$ cat config.mk
export PLATFORM = sky130hd
export DESIGN_NAME = conv_layer_top
export DESIGN_NICKNAME = d
export VERILOG_FILES = /design/src/design/layer_shape_pkg.sv /design/src/design/layer_ctrl_pkg.sv /design/src/design/window_if.sv /design/src/design/row_window_buffer.sv /design/src/design/weight_bank.sv /design/src/design/kernel_mac.sv /design/src/design/layer_controller.sv /design/src/design/conv_layer_top.sv
export SDC_FILE = /design/constraint.sdc
export NUM_CORES = 2
export LEC_CHECK = 0
export BUFFER_PORTS_ARGS = -buffer_cell sky130_fd_sc_hd__buf_2
export CORE_MARGIN = 1
export CORE_UTILIZATION = 50
export CTS_BUF_LIST = sky130_fd_sc_hd__clkbuf_4 sky130_fd_sc_hd__clkbuf_8 sky130_fd_sc_hd__clkbuf_16
export DETAILED_ROUTE_END_ITERATION = 8
export PLACE_DENSITY = 0.72
export SKIP_LAST_GASP = 1
export SYNTH_ARGS = -nofsm -noshare
export SYNTH_HDL_FRONTEND = slang
export SYNTH_SLANG_ARGS = --single-unit
$ cat constraint.sdc
create_clock -name clock_i -period 27.1 [get_ports clock_i]
set_input_delay 0 -clock clock_i [delete_from_list [all_inputs] [get_ports clock_i]]
set_output_delay 0 -clock clock_i [all_outputs]
set_load 0.005 [all_outputs]
$ cat src/design/layer_shape_pkg.sv
package layer_shape_pkg;

    // Layer dimensions
    localparam int IMG_WIDTH    = 8;
    localparam int KERNEL_SIZE  = 3;
    localparam int IN_CHANNELS  = 2;
    localparam int OUT_CHANNELS = 2;
    localparam int OUT_WIDTH    = IMG_WIDTH - KERNEL_SIZE + 1;

    // Fixed-point settings, all values unsigned
    localparam int VALUE_BITS       = 8;
    localparam int WEIGHT_BITS      = 8;
    localparam int WEIGHT_Q_SHIFT   = 4;
    localparam int PRODUCT_BITS     = VALUE_BITS + WEIGHT_BITS;
    localparam int TAG_BITS         = 4;
    localparam int WEIGHT_COUNT     = OUT_CHANNELS * IN_CHANNELS * KERNEL_SIZE * KERNEL_SIZE;
    localparam int WEIGHT_ADDR_BITS = 6;

    typedef logic [VALUE_BITS-1:0]       pixel_t;
    typedef logic [WEIGHT_BITS-1:0]      weight_t;
    typedef logic [PRODUCT_BITS-1:0]     product_t;
    typedef logic [WEIGHT_ADDR_BITS-1:0] weight_addr_t;
    typedef logic [TAG_BITS-1:0]         tag_t;

    // Rows are indexed [column][channel]
    typedef pixel_t [IMG_WIDTH-1:0][IN_CHANNELS-1:0]  in_row_t;
    typedef pixel_t [OUT_WIDTH-1:0][OUT_CHANNELS-1:0] out_row_t;

    // Windows are indexed [in channel][dx][dy], dy 0 being the oldest row
    typedef pixel_t  [IN_CHANNELS-1:0][KERNEL_SIZE-1:0][KERNEL_SIZE-1:0] window_t;
    typedef weight_t [IN_CHANNELS-1:0][KERNEL_SIZE-1:0][KERNEL_SIZE-1:0] weight_set_t;

    // Flat weight address, dy varies fastest
    function automatic int weight_index(int out_ch, int in_ch, int dx, int dy);
        return ((out_ch * IN_CHANNELS + in_ch) * KERNEL_SIZE + dx) * KERNEL_SIZE + dy;
    endfunction

endpackage

$ cat src/design/layer_ctrl_pkg.sv
package layer_ctrl_pkg;

    import layer_shape_pkg::*;

    // Counter widths
    localparam int COL_IDX_BITS = $clog2(IMG_WIDTH + 1);
    localparam int CH_IDX_BITS  = (OUT_CHANNELS > 1) ? $clog2(OUT_CHANNELS) : 1;
    localparam int FILL_BITS    = $clog2(KERNEL_SIZE + 1);

    typedef enum logic [1:0] {
        GET_ROW,
        COMPUTE,
        WAIT_READ
    } ctrl_state_t;

    typedef logic [COL_IDX_BITS-1:0] col_idx_t;
    typedef logic [CH_IDX_BITS-1:0]  ch_idx_t;
    typedef logic [FILL_BITS-1:0]    row_fill_t;

endpackage

$ cat src/design/window_if.sv
`timescale 1ns/1ns

interface window_if
    import layer_shape_pkg::*;
();

    // Row shift pushes next_row in as the newest row
    logic    shift_row;
    // Column shift rotates every row left by one pixel
    logic    shift_col;
    in_row_t next_row;
    window_t taps;

    modport buffer (
        input  shift_row,
        input  shift_col,
        input  next_row,
        output taps
    );

    modport ctrl (
        output shift_row,
        output shift_col,
        output next_row
    );

    modport mac (
        input taps
    );

endinterface

$ cat src/design/row_window_buffer.sv
`timescale 1ns/1ns

module row_window_buffer
    import layer_shape_pkg::*;
(
    input  logic     clock_i,
    input  logic     reset_i,
    window_if.buffer win
);

    // Row 0 is the oldest, row KERNEL_SIZE-1 the newest
    in_row_t rows_q [KERNEL_SIZE];

    always_ff @(posedge clock_i) begin
        if (win.shift_row) begin
            for (int r = 0; r < KERNEL_SIZE - 1; r++) begin
                rows_q[r] <= rows_q[r + 1];
            end
            rows_q[KERNEL_SIZE-1] <= win.next_row;
        end else if (win.shift_col) begin
            // Column 0 wraps around to the end of each row
            for (int r = 0; r < KERNEL_SIZE; r++) begin
                for (int c = 0; c < IMG_WIDTH - 1; c++) begin
                    rows_q[r][c] <= rows_q[r][c + 1];
                end
                rows_q[r][IMG_WIDTH-1] <= rows_q[r][0];
            end
        end
    end

    // Window is always the first KERNEL_SIZE columns
    always_comb begin
        for (int ch = 0; ch < IN_CHANNELS; ch++) begin
            for (int dx = 0; dx < KERNEL_SIZE; dx++) begin
                for (int dy = 0; dy < KERNEL_SIZE; dy++) begin
                    win.taps[ch][dx][dy] = rows_q[dy][dx][ch];
                end
            end
        end
    end

    // Controller must never ask for both shifts in one cycle
    shift_exclusive_a: assert property (
        @(posedge clock_i) disable iff (reset_i)
        !(win.shift_row && win.shift_col)
    ) else $error("row and column shift requested together");

endmodule

$ cat src/design/weight_bank.sv
`timescale 1ns/1ns

module weight_bank
    import layer_shape_pkg::*;
    import layer_ctrl_pkg::*;
(
    input  logic         clock_i,
    input  logic         reset_i,
    input  logic         weight_we_i,
    input  weight_addr_t weight_addr_i,
    input  weight_t      weight_data_i,
    input  ch_idx_t      out_ch_i,
    output weight_set_t  weights_o
);

    weight_t weights_q [WEIGHT_COUNT];

    // Single-cycle write strobe, always accepted
    always_ff @(posedge clock_i) begin
        if (reset_i) begin
            for (int a = 0; a < WEIGHT_COUNT; a++) begin
                weights_q[a] <= '0;
            end
        end else if (weight_we_i && (int'(weight_addr_i) < WEIGHT_COUNT)) begin
            weights_q[weight_addr_i] <= weight_data_i;
        end
    end

    // Read the set for the current output channel
    always_comb begin
        for (int i = 0; i < IN_CHANNELS; i++) begin
            for (int dx = 0; dx < KERNEL_SIZE; dx++) begin
                for (int dy = 0; dy < KERNEL_SIZE; dy++) begin
                    weights_o[i][dx][dy] = weights_q[weight_index(int'(out_ch_i), i, dx, dy)];
                end
            end
        end
    end

    // Loader has to stay inside the bank
    weight_addr_range_a: assert property (
        @(posedge clock_i) disable iff (reset_i)
        weight_we_i |-> (int'(weight_addr_i) < WEIGHT_COUNT)
    ) else $error("weight write to address %0d outside the bank", weight_addr_i);

endmodule

$ cat src/design/kernel_mac.sv
`timescale 1ns/1ns

module kernel_mac
    import layer_shape_pkg::*;
(
    window_if.mac win,
    input  weight_set_t weights_i,
    output pixel_t      result_o
);

    // Dot product of window and weight set
    always_comb begin
        product_t product;
        pixel_t   sum;

        sum = '0;
        for (int i = 0; i < IN_CHANNELS; i++) begin
            for (int dx = 0; dx < KERNEL_SIZE; dx++) begin
                for (int dy = 0; dy < KERNEL_SIZE; dy++) begin
                    // Full-width product, then back to the pixel's fixed-point scale
                    product = product_t'(weights_i[i][dx][dy]) * product_t'(win.taps[i][dx][dy]);
                    // Sum wraps modulo 2^VALUE_BITS
                    sum = sum + pixel_t'(product >> WEIGHT_Q_SHIFT);
                end
            end
        end
        result_o = sum;
    end

endmodule

$ cat src/design/layer_controller.sv
`timescale 1ns/1ns

module layer_controller
    import layer_shape_pkg::*;
    import layer_ctrl_pkg::*;
(
    input  logic     clock_i,
    input  logic     reset_i,
    input  in_row_t  in_row_i,
    input  logic     in_row_valid_i,
    input  logic     in_row_last_i,
    input  tag_t     in_row_tag_i,
    output logic     in_row_accept_o,
    input  pixel_t   mac_result_i,
    output ch_idx_t  out_ch_o,
    window_if.ctrl   win,
    output out_row_t out_row_o,
    output logic     out_row_valid_o,
    output logic     out_row_last_o,
    output tag_t     out_row_tag_o,
    input  logic     out_row_accept_i
);

    ctrl_state_t state_q;
    ctrl_state_t next_state;
    row_fill_t   fill_q;
    col_idx_t    col_q;
    ch_idx_t     ch_q;
    logic        out_row_valid_q;
    logic        out_row_last_q;

    // Payload of the row that completed the window
    out_row_t out_row_q;
    tag_t     row_tag_q;
    logic     row_last_q;

    logic row_take;
    logic window_full;
    logic last_ch;
    logic last_col;

    assign row_take    = (state_q == GET_ROW) && in_row_valid_i;
    // One more row completes the window
    assign window_full = (fill_q >= row_fill_t'(KERNEL_SIZE - 1));
    assign last_ch     = (ch_q == ch_idx_t'(OUT_CHANNELS - 1));
    assign last_col    = (col_q == col_idx_t'(IMG_WIDTH - 1));

    assign in_row_accept_o = row_take;
    assign win.next_row    = in_row_i;
    assign win.shift_row   = row_take;
    assign win.shift_col   = (state_q == COMPUTE) && last_ch;
    assign out_ch_o        = ch_q;

    assign out_row_o       = out_row_q;
    assign out_row_valid_o = out_row_valid_q;
    assign out_row_last_o  = out_row_last_q;
    assign out_row_tag_o   = row_tag_q;

    always_comb begin
        next_state = state_q;
        case (state_q)
            GET_ROW: begin
                if (in_row_valid_i && window_full) begin
                    next_state = COMPUTE;
                end
            end
            COMPUTE: begin
                if (last_ch && last_col) begin
                    next_state = WAIT_READ;
                end
            end
            WAIT_READ: begin
                if (out_row_accept_i) begin
                    next_state = GET_ROW;
                end
            end
            default: next_state = GET_ROW;
        endcase
    end

    always_ff @(posedge clock_i) begin
        if (reset_i) begin
            state_q         <= GET_ROW;
            fill_q          <= '0;
            col_q           <= '0;
            ch_q            <= '0;
            out_row_valid_q <= 1'b0;
            out_row_last_q  <= 1'b0;
        end else begin
            state_q <= next_state;
            case (state_q)
                GET_ROW: begin
                    if (row_take) begin
                        if (window_full) begin
                            fill_q <= row_fill_t'(KERNEL_SIZE);
                            col_q  <= '0;
                            ch_q   <= '0;
                        end else if (in_row_last_i) begin
                            // Image too short for a window, start over
                            fill_q <= '0;
                        end else begin
                            fill_q <= fill_q + 1'b1;
                        end
                    end
                end
                COMPUTE: begin
                    if (last_ch) begin
                        ch_q  <= '0;
                        col_q <= col_q + 1'b1;
                    end else begin
                        ch_q <= ch_q + 1'b1;
                    end
                    if (last_ch && last_col) begin
                        out_row_valid_q <= 1'b1;
                        out_row_last_q  <= row_last_q;
                    end
                end
                WAIT_READ: begin
                    if (out_row_accept_i) begin
                        out_row_valid_q <= 1'b0;
                        out_row_last_q  <= 1'b0;
                        // Next image needs a full window again
                        if (row_last_q) begin
                            fill_q <= '0;
                        end
                    end
                end
                default: ;
            endcase
        end
    end

    always_ff @(posedge clock_i) begin
        if (row_take) begin
            row_tag_q  <= in_row_tag_i;
            row_last_q <= in_row_last_i;
        end
        // Columns past the output width only rotate the buffer
        if ((state_q == COMPUTE) && (col_q < col_idx_t'(OUT_WIDTH))) begin
            out_row_q[col_q][ch_q] <= mac_result_i;
        end
    end

    // Finished row holds until the consumer takes it
    out_row_hold_a: assert property (
        @(posedge clock_i) disable iff (reset_i)
        (out_row_valid_o && !out_row_accept_i) |=>
            (out_row_valid_o && $stable(out_row_o) && $stable(out_row_tag_o)
             && $stable(out_row_last_o))
    ) else $error("output row dropped or changed before accept");

endmodule

$ cat src/design/conv_layer_top.sv
`timescale 1ns/1ns

module conv_layer_top
    import layer_shape_pkg::*;
    import layer_ctrl_pkg::*;
(
    input  logic         clock_i,
    input  logic         reset_i,
    // Row input
    input  in_row_t      in_row_i,
    input  logic         in_row_valid_i,
    input  logic         in_row_last_i,
    input  tag_t         in_row_tag_i,
    output logic         in_row_accept_o,
    // Row output
    output out_row_t     out_row_o,
    output logic         out_row_valid_o,
    output logic         out_row_last_o,
    output tag_t         out_row_tag_o,
    input  logic         out_row_accept_i,
    // Weight load
    input  logic         weight_we_i,
    input  weight_addr_t weight_addr_i,
    input  weight_t      weight_data_i
);

    weight_set_t weights;
    pixel_t      mac_result;
    ch_idx_t     out_ch;

    window_if window_if_inst ();

    row_window_buffer row_window_buffer_inst (
        .clock_i (clock_i),
        .reset_i (reset_i),
        .win     (window_if_inst.buffer)
    );

    weight_bank weight_bank_inst (
        .clock_i       (clock_i),
        .reset_i       (reset_i),
        .weight_we_i   (weight_we_i),
        .weight_addr_i (weight_addr_i),
        .weight_data_i (weight_data_i),
        .out_ch_i      (out_ch),
        .weights_o     (weights)
    );

    kernel_mac kernel_mac_inst (
        .win       (window_if_inst.mac),
        .weights_i (weights),
        .result_o  (mac_result)
    );

    layer_controller layer_controller_inst (
        .clock_i          (clock_i),
        .reset_i          (reset_i),
        .in_row_i         (in_row_i),
        .in_row_valid_i   (in_row_valid_i),
        .in_row_last_i    (in_row_last_i),
        .in_row_tag_i     (in_row_tag_i),
        .in_row_accept_o  (in_row_accept_o),
        .mac_result_i     (mac_result),
        .out_ch_o         (out_ch),
        .win              (window_if_inst.ctrl),
        .out_row_o        (out_row_o),
        .out_row_valid_o  (out_row_valid_o),
        .out_row_last_o   (out_row_last_o),
        .out_row_tag_o    (out_row_tag_o),
        .out_row_accept_i (out_row_accept_i)
    );

endmodule

## Word-level counts from Yosys, hierarchy flattened

Memories as Yosys holds them, arrays and structs flattened.
Cells that the tools add are included.

- Flip-flop bits (word level): 112
- Latch bits: 0
- Memory bits (writable): 672
- ROM bits: 0
- Logic and storage cells: 209
- Memories kept: 2

Memories:

| name | words | width | read ports | clocked after memory_dff | wr ports | RTL line | text |
|---|---|---|---|---|---|---|---|
| row_window_buffer_inst.rows_q | 3 | 128 | 3 | 0 | 3 | row_window_buffer.sv:12 | `in_row_t rows_q [KERNEL_SIZE];` |
| weight_bank_inst.weights_q | 36 | 8 | 18 | 0 | 36 | weight_bank.sv:16 | `weight_t weights_q [WEIGHT_COUNT];` |

- Add/subtract/negate cells: 37
- Multiply operators: 26
- Divide/modulo/power cells: 0
- $lt $le $gt $ge: 7
- Eq/ne operators: 10
- Shift operators: 0
- Mux-type cells: 65
- Bitwise logic cells: 24
- Reductions and logical operators: 18

Operator list:

| operator | count |
|---|---|
| 16-bit 2-to-1 mux | 25 |
| 8-bit by 8-bit multiplier with 12-bit output | 18 |
| 32-bit by 3-bit multiplier with 6-bit output (second input constant) | 5 |
| 8-bit adder | 17 |
| 96-bit bitwise mux | 1 |
| 32-bit by 2-bit adder with 32-bit output (second input constant) | 2 |
| 32-bit by 3-bit adder with 32-bit output (second input constant) | 2 |
| 16-bit demux with 3-bit select | 1 |
| 6-bit by 2-bit adder with 6-bit output (second input constant) | 6 |
| 6-bit by 3-bit adder with 6-bit output (second input constant) | 6 |
| 32-bit by 3-bit multiplier with 32-bit output (second input constant) | 1 |
| 31-bit by 3-bit multiplier with 5-bit output (second input constant) | 1 |
| 1-bit OR | 24 |
| 1-bit 2-to-1 mux | 17 |
| 2-bit 2-to-1 mux | 8 |
| 8-bit 2-to-1 mux | 2 |
| 4-bit 2-to-1 mux | 3 |
| 3-bit AND reduction | 3 |
| 8-bit demux with 1-bit select | 1 |
| 1-bit logical AND | 8 |
| 2-bit by 1-bit inequality test with 1-bit output (second input constant) | 4 |
| 4-bit case mux with 2 select lines | 1 |
| 4-bit AND reduction | 2 |
| 8-bit OR reduction | 1 |
| 22 further kinds | 28 |

## Longest topological paths before layout

An unclocked memory read counts as a cell.

- Word-level depth: 23
- Mapped depth: 45
- Gate-level depth less buffers: 38

## Hierarchy

A second synthesis with hierarchy kept.

- Cells, all modules: 5,808
- Area total of the unflattened synthesis: 67,932.7 um^2

Modules (own cells, without submodules):

| module | instances | cells an instance | area an instance (um^2) | sequential area each (um^2) |
|---|---|---|---|---|
| kernel_mac | 1 | 3,578 | 30,954.7 | 0.0 |
| row_window_buffer | 1 | 957 | 18,860.6 | 11,531.1 |
| weight_bank | 1 | 953 | 13,459.2 | 8,648.3 |
| layer_controller | 1 | 320 | 4,658.2 | 3,253.1 |

## Worst setup path before layout

OpenSTA, ideal clock, no wires.

- Path type: reg-to-reg
- From: register layer_controller_inst.ch_q (netlist: layer_controller_inst.out_ch_o)
- To: memory row_window_buffer_inst.rows_q[0][0] (netlist name) (enable)
- Arrival: 8.340 ns
- Slack: 15.956 ns
- Stages on the path, launching flop included: 12
- Path through: dfxtp_1 > buf_6 > buf_6 > buf_8 > buf_6 > buf_4 > buf_4 > buf_2 > nand2_1 > clkbuf_1 > clkbuf_1 > nand2_1

RTL lines:

| what | RTL line | text |
|---|---|---|
| start, declared | layer_controller.sv:28 | `ch_idx_t ch_q;` |
| start signal, assigned | layer_controller.sv:111 | `ch_q <= ch_q + 1'b1;` |
| end, declared | row_window_buffer.sv:12 |  |

## Worst setup path after layout

- From: register layer_controller_inst.ch_q (netlist: layer_controller_inst.out_ch_o)
- To: register layer_controller_inst.out_row_q (netlist bit layer_controller_inst.out_row_o[87]), data pin

- Word-level cells in the longest chain between the ends: 23
- Elaborated cells on any way between the ends: 69
- Those cells by class: add/sub (34); mul (26); order compare (2); mux (5); reduce/logical (1); memory (1)

Ends and longest elaborated chain:

| what | RTL line | text |
|---|---|---|
| 1-bit by 2-bit multiplier with 3-bit output | layer_shape_pkg.sv:35 | `return ((out_ch * IN_CHANNELS + in_ch) * KERNEL_SIZE + dx) * KERNEL_SIZE + dy;` |
| 31-bit by 3-bit multiplier with 5-bit output | layer_shape_pkg.sv:35 |  |
| 6-bit by 2-bit adder with 6-bit output | layer_shape_pkg.sv:35 |  |
| memory read 36 x 8 bit (*) | -- |  |
| 8-bit by 8-bit multiplier with 12-bit output | kernel_mac.sv:21 | `product = product_t'(weights_i[i][dx][dy]) * product_t'(win.taps[i][dx][dy]);` |
| 8-bit adder (16 in a row) | kernel_mac.sv:23 | `sum = sum + pixel_t'(product >> WEIGHT_Q_SHIFT);` |
| 8-bit adder (*) | kernel_mac.sv:23 |  |
| net kernel_mac_inst.result_o[7] | kernel_mac.sv:8 | `output pixel_t result_o` |
| 96-bit bitwise mux (*) | layer_controller.sv:140 | `out_row_q[col_q][ch_q] <= mac_result_i;` |
| end signal, assigned by index | layer_controller.sv:140 |  |
| end, declared | layer_controller.sv:33 | `out_row_t out_row_q;` |

The timed path passes the listed nets; every way through them passes the cells marked *.
A chain may end at the register's enable or synchronous reset.

==> impl_metrics.env <==
export IMPL_htreeDepth=3
export IMPL_syn_to_final_growth_pct=11.16
export IMPL_drt_total_wl_um=188700
export IMPL_coreArea_um2=126200
export IMPL_period_share_pct=42.52
export IMPL_worst_setup_path_end_kind="register"
export IMPL_synth_warnings=0
export IMPL_hp_class="input pin to register"
export IMPL_period_needed_ps=11520
export IMPL_synth_cell_types=50
export IMPL_vias=45220
export IMPL_dp_hpwl_um=139600
export IMPL_pre_cts_ws_ps=15700
export IMPL_cts_sinks=784
export IMPL_cts_setup_buffers=0
export IMPL_async_flop_share_pct=0
export IMPL_die_x_um=359.5
export IMPL_tns_ps=0
export IMPL_required_ps=27450
export IMPL_synth_top_flop_cell="edfxtp_1"
export IMPL_worstRegToRegCells=31
export IMPL_syn_area_per_cell_um2=10.11
export IMPL_numCtsBuffers=88
export IMPL_grt_overflow_total=0
export IMPL_cts_buffer_depth=3
export IMPL_critPathBufInv=5
export IMPL_cp_slowest_stage_delay_ps=810
export IMPL_gr_usage_all_layers_pct=29.44
export IMPL_max_cap_violations=0
export IMPL_worstSetupStartpointType="register"
export IMPL_outcome="finished, final reports clean"
export IMPL_skew_ps=31.31
export IMPL_via_per_inst=5.412
export IMPL_cts_root_buf="clkbuf_16"
export IMPL_synth_area_um2=63890
export IMPL_grt_pass1_wl_um=282800
export IMPL_worstMarginPinSlew_ps=1248
export IMPL_dp_cells=8044
export IMPL_relSlewSlack_pct=16.17
export IMPL_synth_edf_count=773
export IMPL_final_instance_count_excl_fill=8355
export IMPL_ys_seq_area_share_pct=36.68
export IMPL_drtIter0Drc=4870
export IMPL_die_y_um=359.5
export IMPL_crit_family="adder cells"
export IMPL_rows=130
export IMPL_cts_clk_slew_worst_paths_ps=70
export IMPL_cp_slowest_cell="mux2i_1"
export IMPL_hold_violations=0
export IMPL_synth_nets=7501
export IMPL_antenna_found_initial=4
export IMPL_drtAntennaViolNets=0
export IMPL_gp_congestion=0.9989
export IMPL_grt_max_degree=230
export IMPL_setup_viol=0
export IMPL_die_area_um2=129200
export IMPL_cp_data_arrival_time_ps=11880
export IMPL_syn_inst=6317
export IMPL_insertion_delay_ps=730
export IMPL_cp_depth=31
export IMPL_finalNetCount=7811
export IMPL_grt_pass1_vias=45650
export IMPL_fmax_mhz=86.78
export IMPL_wl_per_cell_um=22.58
export IMPL_ioPinCount=255
export IMPL_cts_tree="done"
export IMPL_drc=0
export IMPL_final_core_util_pct=56.26
export IMPL_initial_utilization_pct=50.62
export IMPL_crit_top_cell="fa_1"
export IMPL_ys_ff_latch=784
export IMPL_slew_violations=0
export IMPL_rsz0062_at_grt="no"
export IMPL_worstSetupPathType="register to register"
export IMPL_portBuffers=254
export IMPL_dr_pass1_iters=5
export IMPL_drive_above_1_share_pct=8.761
export IMPL_cp_max_fo=51
export IMPL_whs_path_depth=4
export IMPL_fin_ws_ps=15580
cell usage in the layout (no fill, tap or decap), types with 4 or more instances in the layout:
| cell | netlist | final |
|---|---|---|
| and2_1 | 569 | 568 |
| nand2b_1 | 75 | 75 |
| mux2_2 | 101 | 101 |
| xor2_1 | 57 | 57 |
| inv_6 | 0 | 7 |
| a21o_1 | 20 | 20 |
| diode_2 | 0 | 5 |
| or2_2 | 37 | 37 |
| edfxtp_1 | 773 | 773 |
| ha_1 | 375 | 375 |
| fa_1 | 657 | 657 |
| nand2_1 | 1625 | 1623 |
| clkinvlp_4 | 0 | 5 |
| clkinv_2 | 0 | 10 |
| o21ai_0 | 52 | 52 |
| a21oi_1 | 97 | 97 |
| nand3b_1 | 11 | 11 |
| clkinv_4 | 0 | 6 |
| xnor2_1 | 237 | 237 |
| clkinv_1 | 0 | 18 |
| bufinv_16 | 0 | 10 |
| dlygate4sd3_1 | 0 | 143 |
| nor4b_1 | 11 | 11 |
| o21a_1 | 19 | 19 |
| nor2_1 | 104 | 104 |
| buf_4 | 24 | 34 |
| nor2b_1 | 242 | 242 |
| nor3_1 | 15 | 15 |
| buf_2 | 3 | 254 |
| mux2_4 | 4 | 4 |
| clkbuf_4 | 0 | 12 |
| clkbuf_16 | 0 | 90 |
| nand3_1 | 19 | 19 |
| mux2i_1 | 39 | 39 |
| o21bai_1 | 16 | 16 |
| inv_1 | 909 | 909 |
| xnor3_1 | 4 | 4 |
| dfxtp_1 | 11 | 10 |
path summary, 6_finish.rpt:
path	start	endpoint	slack [ps]
worst max-delay path	layer_controller_inst.out_ch_o$_SDFFE_PP0P_	layer_controller_inst.out_row_o[87]$_DFFE_PP_	15580
worst min-delay path	in_row_i[75]	row_window_buffer_inst.rows_q[2][75]$_DFFE_PP_	90
worst max register to register	layer_controller_inst.out_ch_o$_SDFFE_PP0P_	layer_controller_inst.out_row_o[87]$_DFFE_PP_	15580
worst min register to register	layer_controller_inst.out_row_valid_o$_SDFFE_PP0P_	layer_controller_inst.out_row_valid_o$_SDFFE_PP0P_	460
synth_stat cells, types with 3 or more instances:
cell | number | area, µm²
buf_2 | 3 | 15.01
buf_1 | 12 | 45.04
and2_1 | 569 | 3560
buf_6 | 6 | 67.56
a31oi_1 | 3 | 18.77
clkbuf_1 | 164 | 615.6
nand3_1 | 19 | 95.09
xnor3_1 | 4 | 90.09
nor2_1 | 104 | 390.4
nand2_1 | 1625 | 6100
nand2b_1 | 75 | 469.2
a21oi_1 | 97 | 485.5
inv_1 | 909 | 3412
xnor2_1 | 237 | 2076
o21ai_0 | 52 | 260.3
or3_1 | 3 | 18.77
nor4bb_1 | 3 | 30.03
ha_1 | 375 | 4692
nor2b_1 | 242 | 1514
nor4b_1 | 11 | 96.34
xor2_1 | 57 | 499.2
a21o_1 | 20 | 150.1
mux2i_1 | 39 | 390.4
or4b_2 | 3 | 30.03
mux2_4 | 4 | 60.06
buf_4 | 24 | 180.2
o21a_1 | 19 | 142.6
nand3b_1 | 11 | 82.58
nor3_1 | 15 | 75.07
dfxtp_1 | 11 | 220.2
mux2_2 | 101 | 1137
o21bai_1 | 16 | 120.1
or2_2 | 37 | 231.5
edfxtp_1 | 773 | 23210
fa_1 | 657 | 13150
through the flow:
stage | cell area, µm² | hold slack (ps)
CTS | 71000 | 46.34
finish | 71020 | 92.08
detailed placement | 66560 | 178.6
global placement | 66560 | 177.6
floorplan | 63890 | 98.87
global route | 71010 | 96.67
flip-flops by register name (all words and copies together), names as in the netlist:
| register | cells |
|---|---|
| layer_controller_inst.col_q | 4 |
| layer_controller_inst.fill_q | 2 |
| layer_controller_inst.out_ch_o | 1 |
| layer_controller_inst.out_row_last_o | 1 |
| layer_controller_inst.out_row_o | 96 |
| layer_controller_inst.out_row_tag_o | 4 |
| layer_controller_inst.out_row_valid_o | 1 |
| layer_controller_inst.row_last_q | 1 |
| layer_controller_inst.state_q | 2 |
| row_window_buffer_inst.rows_q | 384 |
| weight_bank_inst.weights_q | 288 |
layout make-up:
class | instances | area, µm²
repair buffers | 432 | 2978
fillers | 10650 | 55200
multi-input cells | 4412 | 36100
clock buffers | 102 | 2342
flip-flops and latches | 784 | 23440
diodes | 5 | 12.51
well taps | 1650 | 2064
clock inverters | 61 | 668.1
inverters | 909 | 3412
worst register-to-register path, delay by kind of cell, from the launching register on:
| family | cells | cell delay, ps |
|---|---|---|
| AOI/OAI and AO/OA | 4 | 590 |
| muxes | 1 | 910 |
| buffers and inverters | 5 | 910 |
| and+or+nand+nor | 2 | 280 |
| adders and majority gates | 12 | 6010 |
| xor gates and xnor gates | 7 | 1900 |
| DFF | 1 | 530 |
per-layer routing:
metal	track usage [%]	up-vias	routed length, µm
met5	0	-	0
met4	15.12	0	10740
met3	4.479	434	15370
met2	47.65	1978	88840
met1	38.50	22570	73720
li1	-	20230	-
what timing repair did:
action,4_1_cts,5_1_grt
hold buffers,143,0
gates resized for setup,0,0
endpoints found under the hold margin,149,0
kinds of logic (layout without fill, tap and decap cells):
group / after synthesis / after routing / share of synthesized area [%]
compound gates: 212 / 212 / 1.911
other cells: 0 / 5 / 0
buf+inv: 1121 / 1504 / 6.839
fa+ha+maj: 1032 / 1032 / 27.93
simple gates: 2725 / 2725 / 19.96
xor+xnor: 299 / 299 / 4.197
mux: 144 / 144 / 2.485
flops: 784 / 784 / 36.68
Power is not shown: default switching activity piles up to over one toggle a cycle in this logic, so the estimate is an artifact.
